File: config.mk
export PLATFORM = sky130hd
export DESIGN_NAME = store_aligner
export DESIGN_NICKNAME = d
export VERILOG_FILES = /design/src/source/lsu_pkg.sv /design/src/source/store_aligner.sv
export SDC_FILE = /design/constraint.sdc
export NUM_CORES = 1
export LEC_CHECK = 0
export ABC_AREA = 1
export BUFFER_PORTS_ARGS = -buffer_cell sky130_fd_sc_hd__buf_4
export CAP_MARGIN = 20
export CORE_MARGIN = 2
export CORE_UTILIZATION = 39
export DETAILED_ROUTE_END_ITERATION = 10
export PLACE_DENSITY_LB_ADDON = 0.1
export SYNTH_ARGS = -nofsm -noshare
export SYNTH_HDL_FRONTEND = slang
export SYNTH_SLANG_ARGS = --single-unit
File: constraint.sdc
create_clock -name vclk -period 5.5
set_input_delay 1.375 -clock vclk [all_inputs]
set_output_delay 1.375 -clock vclk [all_outputs]
set_load 0.02 [all_outputs]
File: src/source/lsu_pkg.sv
// Load/store unit package with widths, access type codes and the control state enum

package lsu_pkg;

    // --------------------------------------------------------------------------
    // Widths and sizes
    // --------------------------------------------------------------------------

    // Data path width
    localparam int unsigned XLEN = 64;

    // Memory depth in doublewords
    localparam int unsigned MEM_WORDS = 256;

    // Byte offset inside one doubleword line
    localparam int unsigned BYTE_OFF_W = $clog2(XLEN / 8);

    // Index of one doubleword line
    localparam int unsigned WORD_IDX_W = $clog2(MEM_WORDS);

    // Full byte address, index on top of offset
    localparam int unsigned ADDR_W = WORD_IDX_W + BYTE_OFF_W;

    // --------------------------------------------------------------------------
    // Vector types
    // --------------------------------------------------------------------------

    // Data value, register value or memory line
    typedef logic [XLEN-1:0] xlen_t;
    typedef logic [ADDR_W-1:0] addr_t;
    typedef logic [WORD_IDX_W-1:0] word_idx_t;
    typedef logic [BYTE_OFF_W-1:0] byte_off_t;

    // One enable bit per byte lane
    typedef logic [XLEN/8-1:0] be_t;

    // Access type code
    typedef logic [2:0] ls_type_t;

    // Signed 12-bit address offset
    typedef logic [11:0] imm_t;

    // --------------------------------------------------------------------------
    // Access type codes
    // --------------------------------------------------------------------------

    // Stores treat each unsigned code like its signed twin
    localparam ls_type_t LS_BYTE       = 3'd0;
    localparam ls_type_t LS_BYTE_U     = 3'd1;
    localparam ls_type_t LS_HALFWORD   = 3'd2;
    localparam ls_type_t LS_HALFWORD_U = 3'd3;
    localparam ls_type_t LS_WORD       = 3'd4;
    localparam ls_type_t LS_WORD_U     = 3'd5;
    localparam ls_type_t LS_DOUBLEWORD = 3'd6;

    // Controller states, one per cycle of a request
    typedef enum logic [1:0] {
        IDLE,
        ACCESS,
        RESP
    } lsu_state_t;

endpackage

File: src/source/store_aligner.sv
// Store aligner that places store data on its byte lanes and builds the byte enables

`timescale 1ns/1ps

module store_aligner import lsu_pkg::*; (
    // Access size and lane offset
    input  ls_type_t  type_i,
    input  byte_off_t byte_off_i,
    // Store data, low bytes significant
    input  xlen_t     wdata_i,
    // Line data and lane enables to memory
    output xlen_t     wdata_o,
    output be_t       be_o
);

    // --------------------------------------------------------------------------
    // Lane data
    // --------------------------------------------------------------------------

    // Replicating the field puts a copy in every lane of its size,
    // so the enabled lane always sees the right bytes
    always_comb begin
        case (type_i)
            LS_BYTE, LS_BYTE_U: begin
                wdata_o = {(XLEN/8){wdata_i[7:0]}};
            end
            LS_HALFWORD, LS_HALFWORD_U: begin
                wdata_o = {(XLEN/16){wdata_i[15:0]}};
            end
            LS_WORD, LS_WORD_U: begin
                wdata_o = {(XLEN/32){wdata_i[31:0]}};
            end
            default: begin
                // Doubleword and unused code
                wdata_o = wdata_i;
            end
        endcase
    end

    // --------------------------------------------------------------------------
    // Byte enables
    // --------------------------------------------------------------------------

    // Contiguous mask of the access size moved to the offset
    always_comb begin
        case (type_i)
            LS_BYTE, LS_BYTE_U: begin
                be_o = be_t'(8'b0000_0001) << byte_off_i;
            end
            LS_HALFWORD, LS_HALFWORD_U: begin
                be_o = be_t'(8'b0000_0011) << byte_off_i;
            end
            LS_WORD, LS_WORD_U: begin
                be_o = be_t'(8'b0000_1111) << byte_off_i;
            end
            LS_DOUBLEWORD: begin
                // Whole line, offset is zero when aligned
                be_o = '1;
            end
            default: begin
                // Unused code writes nothing
                be_o = '0;
            end
        endcase
    end

endmodule
## Word level (Yosys, flattened, before mapping)

Cells that the tools add are included.
W data, S select, Z words.

- Register bits: 0
- Output and inout bits: 72
- Input bits: 70

- Reduce and logical (&&, ||, !) cells: 4
- Shifts and indexed selects: 3
- Eq/ne operators: 6
- Multiplexer cells: 2

Operators with widths:

| cell | count |
|---|---|
| $pmux W64 S3 | 1 |
| $pmux W8 S4 | 1 |
| $eq A3 B3 Y1 const B | 3 |
| $shl A1 B3 Y8 const A | 1 |
| $shl A2 B3 Y8 const A | 1 |
| $shl A4 B3 Y8 const A | 1 |
| $eq A3 B2 Y1 const B | 2 |
| $reduce_or A2 Y1 | 3 |
| $eq A3 B1 Y1 const B | 1 |
| $logic_not A3 Y1 | 1 |

## Longest topological paths before layout

- Depth in word-level cells: 3
- Gate-level depth with buffers: 8
- Gate-level depth less buffers: 8

## Worst setup path after synthesis

No wires, ideal clock.

- Path type: input -> output
- Start point: input type_i[1]
- End point: output wdata_o[19]
- Arrival: 2.460 ns
- Data required time: 4.125 ns
- Stages: 8
- Path slack: 1.665 ns
- Buffers on the path: 3
- Cell sequence: inv_1 -> ha_1 -> buf_6 -> or2_1 -> buf_6 -> buf_6 -> nand2_1 -> nand3_1

- Cells in the longest elaborated chain, start to end: 3
- Elaborated cells on any way between the ends: 10
- Those cells by class: 5 x eq/ne; 1 x mux; 4 x reduce/logical

RTL lines:

| element | RTL line | source |
|---|---|---|
| start, declared | store_aligner.sv:7 | `input ls_type_t type_i,` |
| $eq A3 B3 Y1, or another cell as far along | store_aligner.sv:23 | `case (type_i)` |
| $reduce_or A2 Y1 | store_aligner.sv:23 |  |
| $pmux W64 S3 * | store_aligner.sv:23 |  |
| end, declared | store_aligner.sv:12 | `output xlen_t wdata_o,` |

Every way passes the cells marked *; elsewhere a longest branch is shown, timed or not.

## Final worst setup path

- Start point: input type_i[2]
- End point: output be_o[6]

- Cells in the longest elaborated chain, start to end: 3
- Elaborated cells on any way between the ends: 11
- Those cells by class: 6 x eq/ne; 1 x mux; 4 x reduce/logical

RTL lines:

| element | RTL line | source |
|---|---|---|
| $eq A3 B3 Y1, or another cell as far along | store_aligner.sv:46 | `case (type_i)` |
| $reduce_or A2 Y1 | store_aligner.sv:46 |  |
| $pmux W8 S4 * | store_aligner.sv:46 |  |
| end, declared | store_aligner.sv:13 | `output be_t be_o` |

Marked as above.

==> results.md <==
- Area contributors post-synth: nand2_1 (53%), nand3_1 (15%), buf_4 (5.9%), o21ai_0 (5.1%), inv_1 (4.7%)
- Area delta synth->final: 77.3%
- Vias in the first global route: 1798
- Final Max Slew Viols: 0
- Drt first pass iters: 4
- Crit start category: primary input
- Max transition margin: 58.4%
- Worst hold path class: primary input to output pin
- Number of vias in the routed layout: 2173
- Initial core utilization: 41.3%
- Share of the synthesized area in the top cell type: 52.6%
- Fmax: 0.216 GHz
- Largest area contributor in the netlist: nand2_1
- RSZ-0062 raised after global routing: no
- Initial antenna violation count: 0
- Worst-path fanout max: 36
- Die Area: 3730 um2
- First-pass GRT wire length: 7110 um
- Crit path cell chain: buf_4 -> ha_2 -> clkinv_1 -> nand2_1 -> a21oi_1 -> nand2_1 -> nand2_1 -> buf_4
- Worst vdd ir: 0.0764 mV
- Tcrit/Tclk final: 84.3%
- Post-DRT Antenna Nets: 0
- Vias per Instance: 4.78
- Synth cell types: 14
- Syn Nets: 364
- Synthesized area: 1270 um2
- Cell Rows: 20
- Sequential area share after synthesis: 0%
- Hold path depth: 2
- Final Wtd Congestion: 0.818
- I/O Buffers: 142
- Hold Vio Cnt, Final: 0
- Critical path arrival: 3260 ps
- Largest stage delay, worst path: 600 ps
- Largest net degree at the start of global routing: 37
- Register area: 0 um2
- YS warnings: 0
- GR Overflow Total: 0
- Layout filler cell count: 319
- Sequential cell count: 0
- Final setup viols: 0
- Total GRT Usage: 23.5%
- Setup Buffers After CTS: 0
- Most used cell, CP: nand2_1
- Crit path time final: 4640 ps
- DR WL/cell: 10.7 um
- Layout cells sized above 1: 35.8%
- Crit path capture type: output pin
- Post-route setup TNS: 0 ps
- Clock buf count: 0
- HP Start: wdata_i[5]
- Cell Pwr Density: 122 nW/um2
- Iteration-0 DRC Markers: 68
- Syn_area_per_cell: 4.38 um2
- Die H: 61.1 um
- Crit path kind: primary input to output pin
- Hold Path End: wdata_o[5]
- Status: completed
- Nets: 487
- Die W: 61.1 um
- Worst EP required: 4120 ps
- Core area: 3080 um2
- Max-cap violation count: 0
- Leakage power: 0.00146 uW
- Routed Wire Length: 4870 um
- Syn Inst Count: 290
- Drt drc: 0
- Final core occ: 73.2%
- Ports: 142
- Hpwl dp: 4010 um
- Actual slew at the worst max-slew pin: 623 ps
- # diodes: 0
- Hold buffer count at cts: 0
- Slowest-stage cell, CP: clkinv_1
- Post_cts resized: 0
[where the power goes]
group	internal (uW)	switching, uW
Clock	0	0
Combinational	120	154
Sequential	0	0
[cell type report]
| class | instances | area, um2 | area share [%] |
|---|---|---|---|
| Timing Repair Buffer | 144 | 1080 | 48.0 |
| Tap cell | 44 | 55.1 | 2.44 |
| Multi-Input combinational cell | 250 | 1050 | 46.8 |
| Inverter | 17 | 63.8 | 2.83 |
[logic make-up after synthesis]
family	Yosys count	share of synthesized area, %
compound gates	17	7.28
fa+ha+maj	4	3.94
buf+inv	40	17.3
simple gates	229	71.5
[per-layer routing]
layer	global-route usage, %	vias up	part of all wire, %
met5	0	-	0
met4	4.04	0	1.5
li1	-	1134	-
met2	46.5	85	52
met1	27.4	946	39
met3	1.89	8	7.5
[Yosys cell counts]
cell,instances
a21oi_1,2
buf_2,8
buf_4,10
buf_6,3
clkbuf_1,2
clkinv_1,1
ha_1,4
inv_1,16
nand2_1,178
nand3_1,37
nor2_1,13
o21ai_0,13
o21ai_2,2
or2_1,1
[through the flow]
step	std cells	area, um2	total power [uW]	hold WS [ps]	setup WS, ps
2_1_floorplan	290	1270	149	2860	1660
3_3_place_gp	455	2250	272	2970	930
3_5_place_dp	455	2250	275	2970	850
4_1_cts	455	2250	275	2970	850
5_1_grt	455	2250	297	2980	680
6_report	455	2250	274	2970	862
[layout by cell type, fill, tap and decap left out]
cell,count
nand2_1,178
buf_4,144
nand3_1,37
inv_1,16
nor2_1,13
o21ai_0,13
ha_1,3
a21oi_1,2
o21ai_2,2
or2_1,1
clkinv_1,1
ha_2,1
[worst max path at each step]
stage               slack [ps]          end  startpoint
floorplan                 1660  wdata_o[19]   type_i[1]
finish                     860      be_o[6]   type_i[2]
CTS                        850      be_o[6]   type_i[2]
global placement           930      be_o[6]   type_i[2]
detailed placement         850      be_o[6]   type_i[2]
global route               680      be_o[6]   type_i[2]
[worst max-delay path: cells and delay by family]
family                   cells  cell delay, ps
buffers and inverters        3             860
adder cells (fa/ha/maj)      1             580
AND/OR/NAND/NOR              3             350
AO/OA/AOI/OAI                1              90
Power figures use the tool's default switching activity.
