--- src/source/lsu_pkg.sv ---
// Load/store unit package with widths, access type codes and the control state enum

package lsu_pkg;

    // --------------------------------------------------------------------------
    // Widths and sizes
    // --------------------------------------------------------------------------

    // Data path width
    localparam int unsigned XLEN = 64;

    // Memory depth in doublewords
    localparam int unsigned MEM_WORDS = 256;

    // Byte offset inside one doubleword line
    localparam int unsigned BYTE_OFF_W = $clog2(XLEN / 8);

    // Index of one doubleword line
    localparam int unsigned WORD_IDX_W = $clog2(MEM_WORDS);

    // Full byte address, index on top of offset
    localparam int unsigned ADDR_W = WORD_IDX_W + BYTE_OFF_W;

    // --------------------------------------------------------------------------
    // Vector types
    // --------------------------------------------------------------------------

    // Data value, register value or memory line
    typedef logic [XLEN-1:0] xlen_t;
    typedef logic [ADDR_W-1:0] addr_t;
    typedef logic [WORD_IDX_W-1:0] word_idx_t;
    typedef logic [BYTE_OFF_W-1:0] byte_off_t;

    // One enable bit per byte lane
    typedef logic [XLEN/8-1:0] be_t;

    // Access type code
    typedef logic [2:0] ls_type_t;

    // Signed 12-bit address offset
    typedef logic [11:0] imm_t;

    // --------------------------------------------------------------------------
    // Access type codes
    // --------------------------------------------------------------------------

    // Stores treat each unsigned code like its signed twin
    localparam ls_type_t LS_BYTE       = 3'd0;
    localparam ls_type_t LS_BYTE_U     = 3'd1;
    localparam ls_type_t LS_HALFWORD   = 3'd2;
    localparam ls_type_t LS_HALFWORD_U = 3'd3;
    localparam ls_type_t LS_WORD       = 3'd4;
    localparam ls_type_t LS_WORD_U     = 3'd5;
    localparam ls_type_t LS_DOUBLEWORD = 3'd6;

    // Controller states, one per cycle of a request
    typedef enum logic [1:0] {
        IDLE,
        ACCESS,
        RESP
    } lsu_state_t;

endpackage

--- src/source/byte_selector.sv ---
// Load byte selector that extracts the addressed field of a line and extends it

`timescale 1ns/1ps

module byte_selector import lsu_pkg::*; (
    // Access size and lane offset
    input  ls_type_t  type_i,
    input  byte_off_t byte_off_i,
    // Line read from memory
    input  xlen_t     line_i,
    // Low for stores and misaligned accesses
    input  logic      is_load_i,
    // Load result
    output xlen_t     line_o
);

    // Field picked at each mux level
    logic [31:0] sel_w;
    logic [15:0] sel_h;
    logic [7:0]  sel_b;

    // --------------------------------------------------------------------------
    // Field selection
    // --------------------------------------------------------------------------

    // Offset bit 2 picks the word
    assign sel_w = byte_off_i[2] ? line_i[63:32] : line_i[31:0];

    // Offset bit 1 picks the halfword inside it
    assign sel_h = byte_off_i[1] ? sel_w[31:16] : sel_w[15:0];

    // Offset bit 0 picks the byte inside that
    assign sel_b = byte_off_i[0] ? sel_h[15:8] : sel_h[7:0];

    // --------------------------------------------------------------------------
    // Extension
    // --------------------------------------------------------------------------

    always_comb begin
        if (!is_load_i) begin
            // Nothing to return
            line_o = '0;
        end else begin
            case (type_i)
                // Byte
                LS_BYTE:       line_o = {{(XLEN-8){sel_b[7]}}, sel_b};
                LS_BYTE_U:     line_o = {{(XLEN-8){1'b0}}, sel_b};
                // Halfword
                LS_HALFWORD:   line_o = {{(XLEN-16){sel_h[15]}}, sel_h};
                LS_HALFWORD_U: line_o = {{(XLEN-16){1'b0}}, sel_h};
                // Word
                LS_WORD:       line_o = {{(XLEN-32){sel_w[31]}}, sel_w};
                LS_WORD_U:     line_o = {{(XLEN-32){1'b0}}, sel_w};
                // Doubleword passes the line as is
                LS_DOUBLEWORD: line_o = line_i;
                default:       line_o = line_i;
            endcase
        end
    end

endmodule

--- config.mk ---
export PLATFORM = sky130hd
export DESIGN_NAME = byte_selector
export DESIGN_NICKNAME = d
export VERILOG_FILES = /design/src/source/lsu_pkg.sv /design/src/source/byte_selector.sv
export SDC_FILE = /design/constraint.sdc
export NUM_CORES = 1
export LEC_CHECK = 0
export BUFFER_PORTS_ARGS = -buffer_cell sky130_fd_sc_hd__buf_2
export CORE_UTILIZATION = 41
export DETAILED_ROUTE_END_ITERATION = 6
export PLACE_DENSITY = 0.79
export SKIP_LAST_GASP = 1
export SYNTH_ARGS = -nofsm -noshare
export SYNTH_HDL_FRONTEND = slang
export SYNTH_SLANG_ARGS = --single-unit
--- constraint.sdc ---
create_clock -name vclk -period 1.75
set_input_delay 0.175 -clock vclk [all_inputs]
set_output_delay 0.175 -clock vclk [all_outputs]
set_load 0.03 [all_outputs]
# After elaboration in Yosys (flattened, before gate mapping)
# Index checks and enable logic that the tools add are counted.
dict set report totals {
  input_bits 71
  word_cells 11
  output_inout_bits 64
  register_bits 0
}
dict set report op_classes {
  n_reduce_logical 1
  eq_ne 5
  n_mux 5
}
# operator n
set ops {}
lappend ops {{64-bit case mux with 6 select lines} 1}
lappend ops {{64-bit 2-to-1 mux} 1}
lappend ops {{32-bit 2-to-1 mux} 1}
lappend ops {{16-bit 2-to-1 mux} 1}
lappend ops {{8-bit 2-to-1 mux} 1}
lappend ops {{3-bit by 2-bit equality test with 1-bit output, second input constant} 2}
lappend ops {{3-bit equality test, second input constant} 2}
lappend ops {{3-bit by 1-bit equality test with 1-bit output, second input constant} 1}
lappend ops {{3-bit zero test} 1}

# Longest topological paths before layout
dict set report depth {
  depth_word 5
  ltp_mapped 7
  mapped_depth_nobuf 4
}

# Worst setup path before layout
# Ideal clock, no wire load.
dict set report synth_timing {
  path_kind {input to output}
  from {in byte_off_i[1]}
  to {out line_o[4]}
  arrival_time_ns 1.927
  setup_slack_ns -0.352
  path_buffers 2
  required_ns 1.575
  stages 6
  cell_sequence {buf_2 buf_2 mux4_2 a2bb2oi_1 nor2_1 a211oi_1}
}
dict set report synth_via {
  elab_chain_len 4
}
# element line
set synth_rtl {}
lappend synth_rtl {{from (decl)} byte_selector.sv:8} ;# input byte_off_t byte_off_i,
lappend synth_rtl {{16-bit 2-to-1 mux (*)} byte_selector.sv:30} ;# assign sel_h = byte_off_i[1] ? sel_w[31:16] : sel_w[15:0];
lappend synth_rtl {{8-bit 2-to-1 mux} byte_selector.sv:33} ;# assign sel_b = byte_off_i[0] ? sel_h[15:8] : sel_h[7:0];
lappend synth_rtl {{64-bit case mux with 6 select lines (*)} byte_selector.sv:44} ;# case (type_i)
lappend synth_rtl {{64-bit 2-to-1 mux (*)} byte_selector.sv:40} ;# if (!is_load_i) begin
lappend synth_rtl {{to (decl)} byte_selector.sv:14} ;# output xlen_t line_o
# Every way passes the cells marked *; elsewhere a longest branch is shown, timed or not.

# Final worst setup path
dict set report layout_timing {
  from {in line_i[63]}
  to {out line_o[24]}
}
dict set report layout_via {
  elab_chain_len 5
}
# element line
set layout_rtl {}
lappend layout_rtl {{from (decl)} byte_selector.sv:10} ;# input xlen_t line_i,
lappend layout_rtl {{32-bit 2-to-1 mux (*)} byte_selector.sv:27} ;# assign sel_w = byte_off_i[2] ? line_i[63:32] : line_i[31:0];
lappend layout_rtl {{16-bit 2-to-1 mux (*)} byte_selector.sv:30}
lappend layout_rtl {{8-bit 2-to-1 mux} byte_selector.sv:33}
lappend layout_rtl {{64-bit case mux with 6 select lines (*)} byte_selector.sv:44}
lappend layout_rtl {{64-bit 2-to-1 mux (*)} byte_selector.sv:40}
# Marks and branches as above.

==> run metrics <==
gp weighted congestion 0.848; Pleak 1.89 nW; Die X 72.7 um; Die Span Y about 73 um; vias per std cell 7.14; failing checks setup timing; drt pass-1 iters 6; crit-path max cell delay about 0.54 ns; Via Count around 3,600; dpl hpwl 6650 um; Setup-failing EPs final 62; Hold Vio Cnt, Final 0; Iter 0 DRT Violations 674; status finished, violations left; critical path's slowest cell mux4_2; Fill cells around 220; row cnt 25; Post-Layout Cell Count roughly 500; GRT overflow 0; core area 4750 um2; CP most frequent cell buf_6; maxcap violations 0; worst-path cell chain buf_2, mux4_2, a32oi_4, buf_12, buf_6, nand2_1, a32o_2, buf_6; GRT Total Usage 0.355; synthesized instance count 265; pins over their slew limit 0; worst path required time 1.57 ns; final total power 1.71 mW; share of layout cells above drive strength 1 0.747; Die ar. 5280 um2; Synth Area per Inst 7.73 um2; hold crit path type in -> out; post-route setup slack -0.492 ns; number of global-route vias before repair around 3,000; multi-input logic area 2370 um2; PD cells 412 nW/um2; Critical Path Fanout Max 11; syn_nets 336; FF+latch count 0; CP top delay family buffers and inverters; maximum VDD drop 0.231 mV; Final period util 1.28; sequential share of the synthesized area 0; Reg area 0 um2; yosys warns 0; Setup crit end kind primary output; number of nets with antenna violations after routing 0; layout overhead on the synthesized area 103%; DR WL/cell around 27 um; Fmax 446 MHz; RSZ-0062 raised after global routing true; largest net degree at the start of global routing 46; Hold Slack 0.699 ns; Crit path buffers/inverters 4; Starting Density 0.431; Worst Path Arrival 2.07 ns; total routed wirelength 13,400 um; fin crit period 2.24 ns; Startpoint Class input port; clkbuf count 0; CTS Hold Bufs 0; port bufs 135; DRC 0; Final nets 503; Post-Syn Area 2050 um2; placed cells around 490; Max-slew headroom 0.695; Critical Setup Path Class in -> out; Slew @ Worst Pin 0.453 ns; Netlist cell types 25; IO Pins 135; initial antenna violation count 2; first-pass GRT wire length 14,600 um
## cell type report
| class | count | area share |
|---|---|---|
| multi-input cells | 231 | 0.570 |
| repair buffers | 198 | 0.408 |
| well taps | 67 | 0.0202 |
| inverters | 1 | 0.000903 |
| diodes | 1 | 0.000602 |
## logic make-up (layout without fill, tap and decap cells)
logic type / after synthesis / in the layout / synth area share
and+or+nand+nor: 75 / 76 / 0.172
muxes: 57 / 57 / 0.391
other: 0 / 1 / 0
buffers and inverters: 35 / 199 / 0.0739
AOI/OAI and AO/OA: 98 / 98 / 0.363
## worst paths after layout
kind,from,end,depth (start not counted)
setup / recovery,line_i[63],line_o[24],8
hold / removal,line_i[57],line_o[57],3
## cell usage after synthesis (all sizes together) (11+ instances only)
library cell,number,area share
a32o,16,0.078
o21a,32,0.12
mux4,16,0.18
nand2,41,0.075
nand2b,17,0.052
clkbuf,20,0.037
buf,14,0.035
o21ai,24,0.059
nor2,11,0.020
mux2,24,0.13
mux2i,17,0.083
## layer usage
layer / GRT usage / share of wire / vias to the layer above
li1: - / - / 1357
met4: 0.144 / 0.087 / 2
met1: 0.417 / 0.31 / 1600
met2: 0.650 / 0.46 / 445
met3: 0.0456 / 0.14 / 150
met5: 0 / 0.00082 / -
## report_power, final
| group | total (mW) | internal (mW) | leakage, nW | switching [mW] |
|---|---|---|---|---|
| Clock | 0.0000000634 | 0.0000000634 | 0.00000634 | 0 |
| Combinational | 1.71 | 0.782 | 1.89 | 0.929 |
| Sequential | 0 | 0 | 0 | 0 |
## through the flow
stage / TNS [ns] / utilization / area [um2] / setup WS, ns
floorplan: -2.86 / - / 2340 / -0.0747
global placement: -19.50 / 0.703 / 3340 / -0.402
detailed placement: -21.64 / 0.703 / 3340 / -0.427
CTS: -18.55 / 0.805 / 3830 / -0.348
global route: -22.69 / 0.874 / 4160 / -0.502
finish: -20.54 / 0.874 / 4160 / -0.492
## what timing repair did
item                       4_1_cts  5_1_grt
setup endpoints to repair       64       64
pin swaps                       19       25
gates cloned                     3        2
setup buffers                    3        4
gates resized for setup        129       75
## worst min-delay path, stage by stage
cell and delay, ns:
buf_2 0.10, o21a_2 0.13, buf_6 0.12
## placed cells by master (no fill, tap or decap), drive strengths merged, types with 3 or more instances in the layout
cell type / count
buf: 195
mux2: 24
nand3: 3
a2bb2oi: 8
a211oi: 8
o21a: 32
a32o: 16
mux4: 16
nand2: 41
clkbuf: 3
mux2i: 17
nand2b: 17
a31oi: 8
nor2: 11
o21ai: 24
No activity file was read; power rests on OpenSTA's default activity.
