File: src/source/lsu_pkg.sv
// Load/store unit package with widths, access type codes and the control state enum

package lsu_pkg;

    // --------------------------------------------------------------------------
    // Widths and sizes
    // --------------------------------------------------------------------------

    // Data path width
    localparam int unsigned XLEN = 64;

    // Memory depth in doublewords
    localparam int unsigned MEM_WORDS = 256;

    // Byte offset inside one doubleword line
    localparam int unsigned BYTE_OFF_W = $clog2(XLEN / 8);

    // Index of one doubleword line
    localparam int unsigned WORD_IDX_W = $clog2(MEM_WORDS);

    // Full byte address, index on top of offset
    localparam int unsigned ADDR_W = WORD_IDX_W + BYTE_OFF_W;

    // --------------------------------------------------------------------------
    // Vector types
    // --------------------------------------------------------------------------

    // Data value, register value or memory line
    typedef logic [XLEN-1:0] xlen_t;
    typedef logic [ADDR_W-1:0] addr_t;
    typedef logic [WORD_IDX_W-1:0] word_idx_t;
    typedef logic [BYTE_OFF_W-1:0] byte_off_t;

    // One enable bit per byte lane
    typedef logic [XLEN/8-1:0] be_t;

    // Access type code
    typedef logic [2:0] ls_type_t;

    // Signed 12-bit address offset
    typedef logic [11:0] imm_t;

    // --------------------------------------------------------------------------
    // Access type codes
    // --------------------------------------------------------------------------

    // Stores treat each unsigned code like its signed twin
    localparam ls_type_t LS_BYTE       = 3'd0;
    localparam ls_type_t LS_BYTE_U     = 3'd1;
    localparam ls_type_t LS_HALFWORD   = 3'd2;
    localparam ls_type_t LS_HALFWORD_U = 3'd3;
    localparam ls_type_t LS_WORD       = 3'd4;
    localparam ls_type_t LS_WORD_U     = 3'd5;
    localparam ls_type_t LS_DOUBLEWORD = 3'd6;

    // Controller states, one per cycle of a request
    typedef enum logic [1:0] {
        IDLE,
        ACCESS,
        RESP
    } lsu_state_t;

endpackage

File: src/source/addr_gen.sv
// Address stage that holds the request, forms the byte address and flags misalignment

`timescale 1ns/1ps

module addr_gen import lsu_pkg::*; (
    input  logic      clk_i,
    input  logic      rst_n_i,
    // Load the request on this strobe
    input  logic      capture_i,
    // Request fields
    input  logic      is_store_i,
    input  ls_type_t  type_i,
    input  xlen_t     base_i,
    input  imm_t      imm_i,
    input  xlen_t     wdata_i,
    // Held request
    output logic      is_store_o,
    output ls_type_t  type_o,
    output word_idx_t word_idx_o,
    output byte_off_t byte_off_o,
    output xlen_t     wdata_o,
    output logic      misaligned_o
);

    // Offset widened with its sign bit
    xlen_t imm_sext;
    // Full sum and its cut to the address width
    xlen_t sum;
    addr_t addr_d;
    addr_t addr_q;

    assign imm_sext = {{(XLEN-12){imm_i[11]}}, imm_i};
    assign sum      = base_i + imm_sext;
    assign addr_d   = sum[ADDR_W-1:0];

    // --------------------------------------------------------------------------
    // Request registers
    // --------------------------------------------------------------------------

    // Control fields cleared by reset
    always_ff @(posedge clk_i) begin
        if (!rst_n_i) begin
            is_store_o <= 1'b0;
            type_o     <= LS_BYTE;
        end else if (capture_i) begin
            is_store_o <= is_store_i;
            type_o     <= type_i;
        end
    end

    // Address and store data payload
    always_ff @(posedge clk_i) begin
        if (capture_i) begin
            addr_q  <= addr_d;
            wdata_o <= wdata_i;
        end
    end

    // Line index above, byte lane below
    assign word_idx_o = addr_q[ADDR_W-1:BYTE_OFF_W];
    assign byte_off_o = addr_q[BYTE_OFF_W-1:0];

    // Alignment rule per access size
    always_comb begin
        case (type_o)
            LS_HALFWORD, LS_HALFWORD_U: misaligned_o = addr_q[0];
            LS_WORD, LS_WORD_U:         misaligned_o = |addr_q[1:0];
            LS_DOUBLEWORD:              misaligned_o = |addr_q[2:0];
            default:                    misaligned_o = 1'b0;
        endcase
    end

endmodule

File: config.mk
export PLATFORM = sky130hd
export DESIGN_NAME = addr_gen
export DESIGN_NICKNAME = d
export VERILOG_FILES = /design/src/source/lsu_pkg.sv /design/src/source/addr_gen.sv
export SDC_FILE = /design/constraint.sdc
export NUM_CORES = 1
export LEC_CHECK = 0
export BUFFER_PORTS_ARGS = -buffer_cell sky130_fd_sc_hd__buf_4
export CAP_MARGIN = 40
export CORE_AREA = 2 2 94 96
export DETAILED_ROUTE_END_ITERATION = 12
export DIE_AREA = 0 0 96 98
export HOLD_SLACK_MARGIN = 0.08
export PLACE_DENSITY = 0.74
export SYNTH_ARGS = -nofsm -noshare
export SYNTH_HDL_FRONTEND = slang
export SYNTH_SLANG_ARGS = --single-unit
File: constraint.sdc
create_clock -name clk_i -period 1.65 [get_ports clk_i]
set_input_delay 0.165 -clock clk_i [delete_from_list [all_inputs] [get_ports clk_i]]
set_output_delay 0.165 -clock clk_i [all_outputs]
set_load 0.1 [all_outputs]
== Word level (Yosys, flattened, before mapping) ==
Index checks and enable logic that the tools add are counted.

* Bits in latches: 0
* Flip-flop bits (word level): 79
* Memory bits (read-only): 0
* Memories: 0
* Bits in writable memories: 0

* Equality and inequality tests: 5
* Bitwise operators: 0
* Order comparisons: 0
* Div/mod/pow operators: 0
* Reduce and logical (&&, ||, !) cells: 4
* Add/subtract/negate cells: 1
* Multipliers: 0
* Multiplexer cells: 1
* Shift-type cells: 0

{| class="wikitable"
|+ Operators with widths
! operator !! count
|-
| $add A11 B11 Y11 || 1
|-
| $eq A3 B3 Y1 const B || 3
|-
| $eq A3 B2 Y1 const B || 2
|-
| $reduce_or A2 Y1 || 3
|-
| $pmux W1 S3 || 1
|-
| $reduce_or A3 Y1 || 1
|}

== Logic depth before layout (Yosys ltp) ==
* Depth after elaboration: 3
* Depth in mapped cells: 8
* Gate-level depth less buffers: 8

== Worst setup path after synthesis ==
OpenSTA, ideal clock, no wires.

* Path kind: reg2out
* From: register type_o[1]
* To: output port misaligned_o
* Cell stages (with the launch flop): 3
* Data required time: 1.485 ns
* Setup slack: -2.043 ns
* Data arrival time: 3.528 ns
* Cells stage by stage: dfxtp_1 -> a211oi_1 -> a311oi_1

* Longest elaborated chain between the ends: 3

{| class="wikitable"
|+ RTL lines
! item !! RTL line !! RTL
|-
| start, declared || addr_gen.sv:18 || <nowiki>output ls_type_t type_o,</nowiki>
|-
| start signal, assigned || addr_gen.sv:47 || <nowiki>type_o <= type_i;</nowiki>
|-
| $eq A3 B3 Y1 or $eq A3 B2 Y1 (tied branches) || addr_gen.sv:65 || <nowiki>case (type_o)</nowiki>
|-
| $reduce_or A2 Y1 || addr_gen.sv:65 ||
|-
| $pmux W1 S3 (*) || addr_gen.sv:65 ||
|-
| end, declared || addr_gen.sv:22 || <nowiki>output logic misaligned_o</nowiki>
|}

Every way passes the cells marked *; elsewhere a longest branch is shown, timed or not.

== Worst setup path after layout ==
* From: register type_o[2]
* To: output port misaligned_o

The elaborated chain is that of the path after synthesis.

==> flow_results.xml <==
<?xml version="1.0" encoding="UTF-8"?>
<metrics>
  <group name="sta">
    <metric name="setup_ws" unit="ps">116</metric>
    <metric name="finalCriticalPeriod" unit="ps">1530</metric>
    <metric name="timing.final.hold_violations" unit="">0</metric>
    <metric name="achievable-frequency" unit="GHz">0.652</metric>
    <metric name="pins_over_slew_limit" unit="">0</metric>
    <metric name="actual_transition_at_the_worst_max_transition_pin" unit="ps">445</metric>
    <metric name="slew_headroom" unit="">0.703</metric>
    <metric name="period_share" unit="">0.930</metric>
    <metric name="grt_setup_unrepaired" unit="">false</metric>
    <metric name="skew" unit="ps">0</metric>
    <metric name="final-setup-viol-count" unit="">0</metric>
    <metric name="setup_tns" unit="ps">0</metric>
  </group>
  <group name="place">
    <metric name="globalplace.congestion" unit="">0.761</metric>
    <metric name="io_buffers" unit="">172</metric>
    <metric name="placedInstanceArea" unit="sq um">4390</metric>
    <metric name="setup_slack_at_placement" unit="ps">-201</metric>
    <metric name="dp_hpwl" unit="mm">5.09</metric>
  </group>
  <group name="finish">
    <metric name="num_antenna_cells" unit="">0</metric>
    <metric name="seq_area" unit="sq um">2330</metric>
    <metric name="layout-drive-gt1-share" unit="">0.494</metric>
    <metric name="final_area" unit="sq um">5260</metric>
    <metric name="multiInputGateArea" unit="sq um">543</metric>
    <metric name="nFillCells" unit="">611</metric>
    <metric name="area_growth_syn_to_layout" unit="%">82.9</metric>
    <metric name="utilization" unit="">0.621</metric>
    <metric name="final_nets" unit="">565</metric>
  </group>
  <group name="clock_tree">
    <metric name="clock_buffer_count_from_cts" unit="">9</metric>
    <metric name="cts_tree" unit="">done</metric>
    <metric name="path_clk_slew" unit="ps">70</metric>
    <metric name="cts.root.buffer_cell" unit="">clkbuf_8</metric>
    <metric name="cts.path.max_buffers" unit="">2</metric>
    <metric name="cts_setup_buffers" unit="">0</metric>
    <metric name="cts.sink_count" unit="">79</metric>
    <metric name="clkLatencyLatePin" unit="ps">330</metric>
    <metric name="h_tree_depth" unit="">3</metric>
  </group>
  <group name="synthesis">
    <metric name="netlist_top_cells_count" unit="">edfxtp_1 (75), ha_1 (10), a21oi_1 (7), inv_1 (7), xnor2_1 (7)</metric>
    <metric name="yosys_most_used_dff" unit="">edfxtp_1</metric>
    <metric name="yosysMostFrequentCell" unit="">edfxtp_1</metric>
    <metric name="synth-warning-count" unit="">0</metric>
    <metric name="synth.largest_area_cell" unit="">edfxtp_1</metric>
    <metric name="postSynth.asyncResetShare" unit="">0</metric>
    <metric name="synth-edff-count" unit="">75</metric>
    <metric name="yosysSeqAreaShare" unit="">0.811</metric>
    <metric name="synth.net_count" unit="">311</metric>
    <metric name="synth_largest_type_area_fraction" unit="">0.783</metric>
    <metric name="synth_top_cells_by_area" unit="">edfxtp_1 (78%), ha_1 (4.4%), dfxtp_1 (2.8%)</metric>
    <metric name="post_synth.cell_area_avg" unit="sq um">18.8</metric>
    <metric name="mapped_cells" unit="">153</metric>
    <metric name="synthDistinctLibCells" unit="">28</metric>
    <metric name="netlist_area_before_placement" unit="sq um">2880</metric>
    <metric name="yosys_register_bits" unit="">79</metric>
  </group>
  <group name="critical_path">
    <metric name="setup.worst_path.start" unit="">type_o[2]$_SDFFE_PN0P_</metric>
    <metric name="worst_setup_path_endpoint" unit="">misaligned_o</metric>
    <metric name="critical_path.max_fanout" unit="">4</metric>
    <metric name="r2r_slack" unit="ps">940</metric>
    <metric name="endpoint_kind_of_the_worst_setup_timing_path" unit="">primary output</metric>
    <metric name="classification_of_the_worst_setup_path" unit="">flip-flop to primary output</metric>
    <metric name="worstSetupStartpointType" unit="">flip-flop</metric>
    <metric name="r2r-start" unit="">type_o[2]$_SDFFE_PN0P_</metric>
    <metric name="timing.rr.end" unit="">type_o[2]$_SDFFE_PN0P_</metric>
    <metric name="path_depth_of_the_worst_reg2reg_path" unit="">2</metric>
    <metric name="timing.critical_path.required" unit="ps">1480</metric>
    <metric name="crit_arrival" unit="ps">1370</metric>
  </group>
  <group name="grt">
    <metric name="grt.overflow.total" unit="">0</metric>
    <metric name="grt_max_degree" unit="">80</metric>
    <metric name="global_route_usage_over_all_layers" unit="">0.162</metric>
    <metric name="grt_pass1_wl" unit="mm">11.3</metric>
    <metric name="antenna_found_initial" unit="">0</metric>
    <metric name="grt_pass1_vias" unit="">2345</metric>
  </group>
  <group name="routing">
    <metric name="via_per_inst" unit="">4.37</metric>
    <metric name="dr_wl_met3" unit="um">697</metric>
    <metric name="routed_wirelength" unit="mm">7.66</metric>
    <metric name="detailroute.via_count" unit="">2267</metric>
    <metric name="avgRoutedWirePerCell" unit="um">14.8</metric>
    <metric name="post-route-drc-count" unit="">0</metric>
    <metric name="drt_first_iter_violations" unit="">50</metric>
    <metric name="routed.top_layer" unit="">met4</metric>
    <metric name="wl_met2" unit="mm">4.14</metric>
    <metric name="antenna_left" unit="">0</metric>
    <metric name="drt_pass1_iterations" unit="">4</metric>
    <metric name="wirelength_met1" unit="mm">2.70</metric>
  </group>
  <group name="job">
    <metric name="max_cap_violations" unit="">0</metric>
  </group>
  <group name="floorplan">
    <metric name="placeableCoreArea" unit="sq um">8470</metric>
    <metric name="rows" unit="">34</metric>
    <metric name="die_h" unit="um">98</metric>
    <metric name="ioPinCount" unit="">227</metric>
    <metric name="floorplan.die.width" unit="um">96</metric>
    <metric name="dieArea" unit="sq um">9410</metric>
    <metric name="initial_core_util" unit="">0.340</metric>
  </group>
  <group name="power_and_ir_drop">
    <metric name="p_per_area" unit="nW/um^2">1160</metric>
    <metric name="power.leakage" unit="nW">2.27</metric>
    <metric name="vdd_ir_drop_max" unit="V">0.000398</metric>
  </group>
  <group name="outcome">
    <metric name="run_status" unit="">finished clean</metric>
  </group>
  <group name="worst_hold_path">
    <metric name="timing.hold.worst.class" unit="">primary input to flip-flop</metric>
  </group>
</metrics>
routing by layer:
metal / vias up / global-route usage
li1: 1085 / -
met1: 1058 / 0.163
met2: 115 / 0.303
met3: 9 / 0.0486
met4: 0 / 0.0670
met5: - / 0
cell type report:
cell class,count,area share
clock buffers,9,0.0236
repair buffers,244,0.382
clock inverters,6,0.0164
well taps,108,0.0257
inverters,7,0.00500
flip-flops and latches,79,0.444
multi-input cells,66,0.103
how the worst min path moves through the flow:
stage / from / to / slack [ps] / cells past startpoint
2_1_floorplan: wdata_i[0] / wdata_o[0]$_DFFE_PP_ / 260 / 0
3_3_place_gp: wdata_i[43] / wdata_o[43]$_DFFE_PP_ / 340 / 1
3_5_place_dp: wdata_i[50] / wdata_o[50]$_DFFE_PP_ / 340 / 1
4_1_cts: type_i[0] / type_o[0]$_SDFFE_PN0P_ / 80 / 3
5_1_grt: type_i[2] / type_o[2]$_SDFFE_PN0P_ / 100 / 3
6_report: type_i[0] / type_o[0]$_SDFFE_PN0P_ / 90 / 3
cells in the final DEF (no fill, tap or decap), drive strengths merged, types with 2 or more instances in the layout:
| cell | instances |
|---|---|
| a21oi | 9 |
| buf | 179 |
| bufinv | 2 |
| clkbuf | 9 |
| clkinv | 4 |
| dfxtp | 4 |
| dlygate4sd3 | 65 |
| edfxtp | 75 |
| ha | 10 |
| inv | 7 |
| mux2i | 4 |
| nand2 | 6 |
| nand3 | 5 |
| nor2 | 3 |
| nor2b | 4 |
| nor3 | 2 |
| o21ai | 2 |
| xnor2 | 7 |
| xor2 | 3 |
what timing repair did:
action	4_1_cts	5_1_grt
hold buffers	65	0
endpoints found under the hold margin	68	0
resized for setup	0	1
setup endpoints to repair	0	1
sequential cells by signal, summed over array words and instances, names as in the netlist:
| register | flops |
|---|---|
| addr_q | 11 |
| is_store_o | 1 |
| type_o | 3 |
| wdata_o | 64 |
per-stage QoR:
stage          hold slack, ps  cells  power, mW
6_report                 90.0    519       6.09
3_3_place_gp              343    439       4.49
2_1_floorplan             264    153       3.97
4_1_cts                  80.6    519       6.14
3_5_place_dp              344    439       4.51
5_1_grt                   102    519       6.33
critical path, stage by stage (launching register included):
cell and delay (ps):
dfxtp_1 440, a21oi_2 70, a311oi_4 270, buf_6 260
cell families (layout without fill, tap and decap cells):
group,Yosys count,count (layout),share of synthesized area
simple gates,23,23,0.0409
compound gates,18,18,0.0427
mux,4,4,0.0139
buf+inv,8,266,0.0104
flops,79,79,0.811
fa+ha+maj,11,11,0.0505
xor+xnor,10,10,0.0305
power by group:
| part | internal (mW) | switching, mW | total (mW) |
|---|---|---|---|
| clock network | 0.840 | 0.651 | 1.49 |
| logic | 0.565 | 1.57 | 2.13 |
| registers | 2.40 | 0.0636 | 2.47 |
No activity file was read; power rests on OpenSTA's default activity.
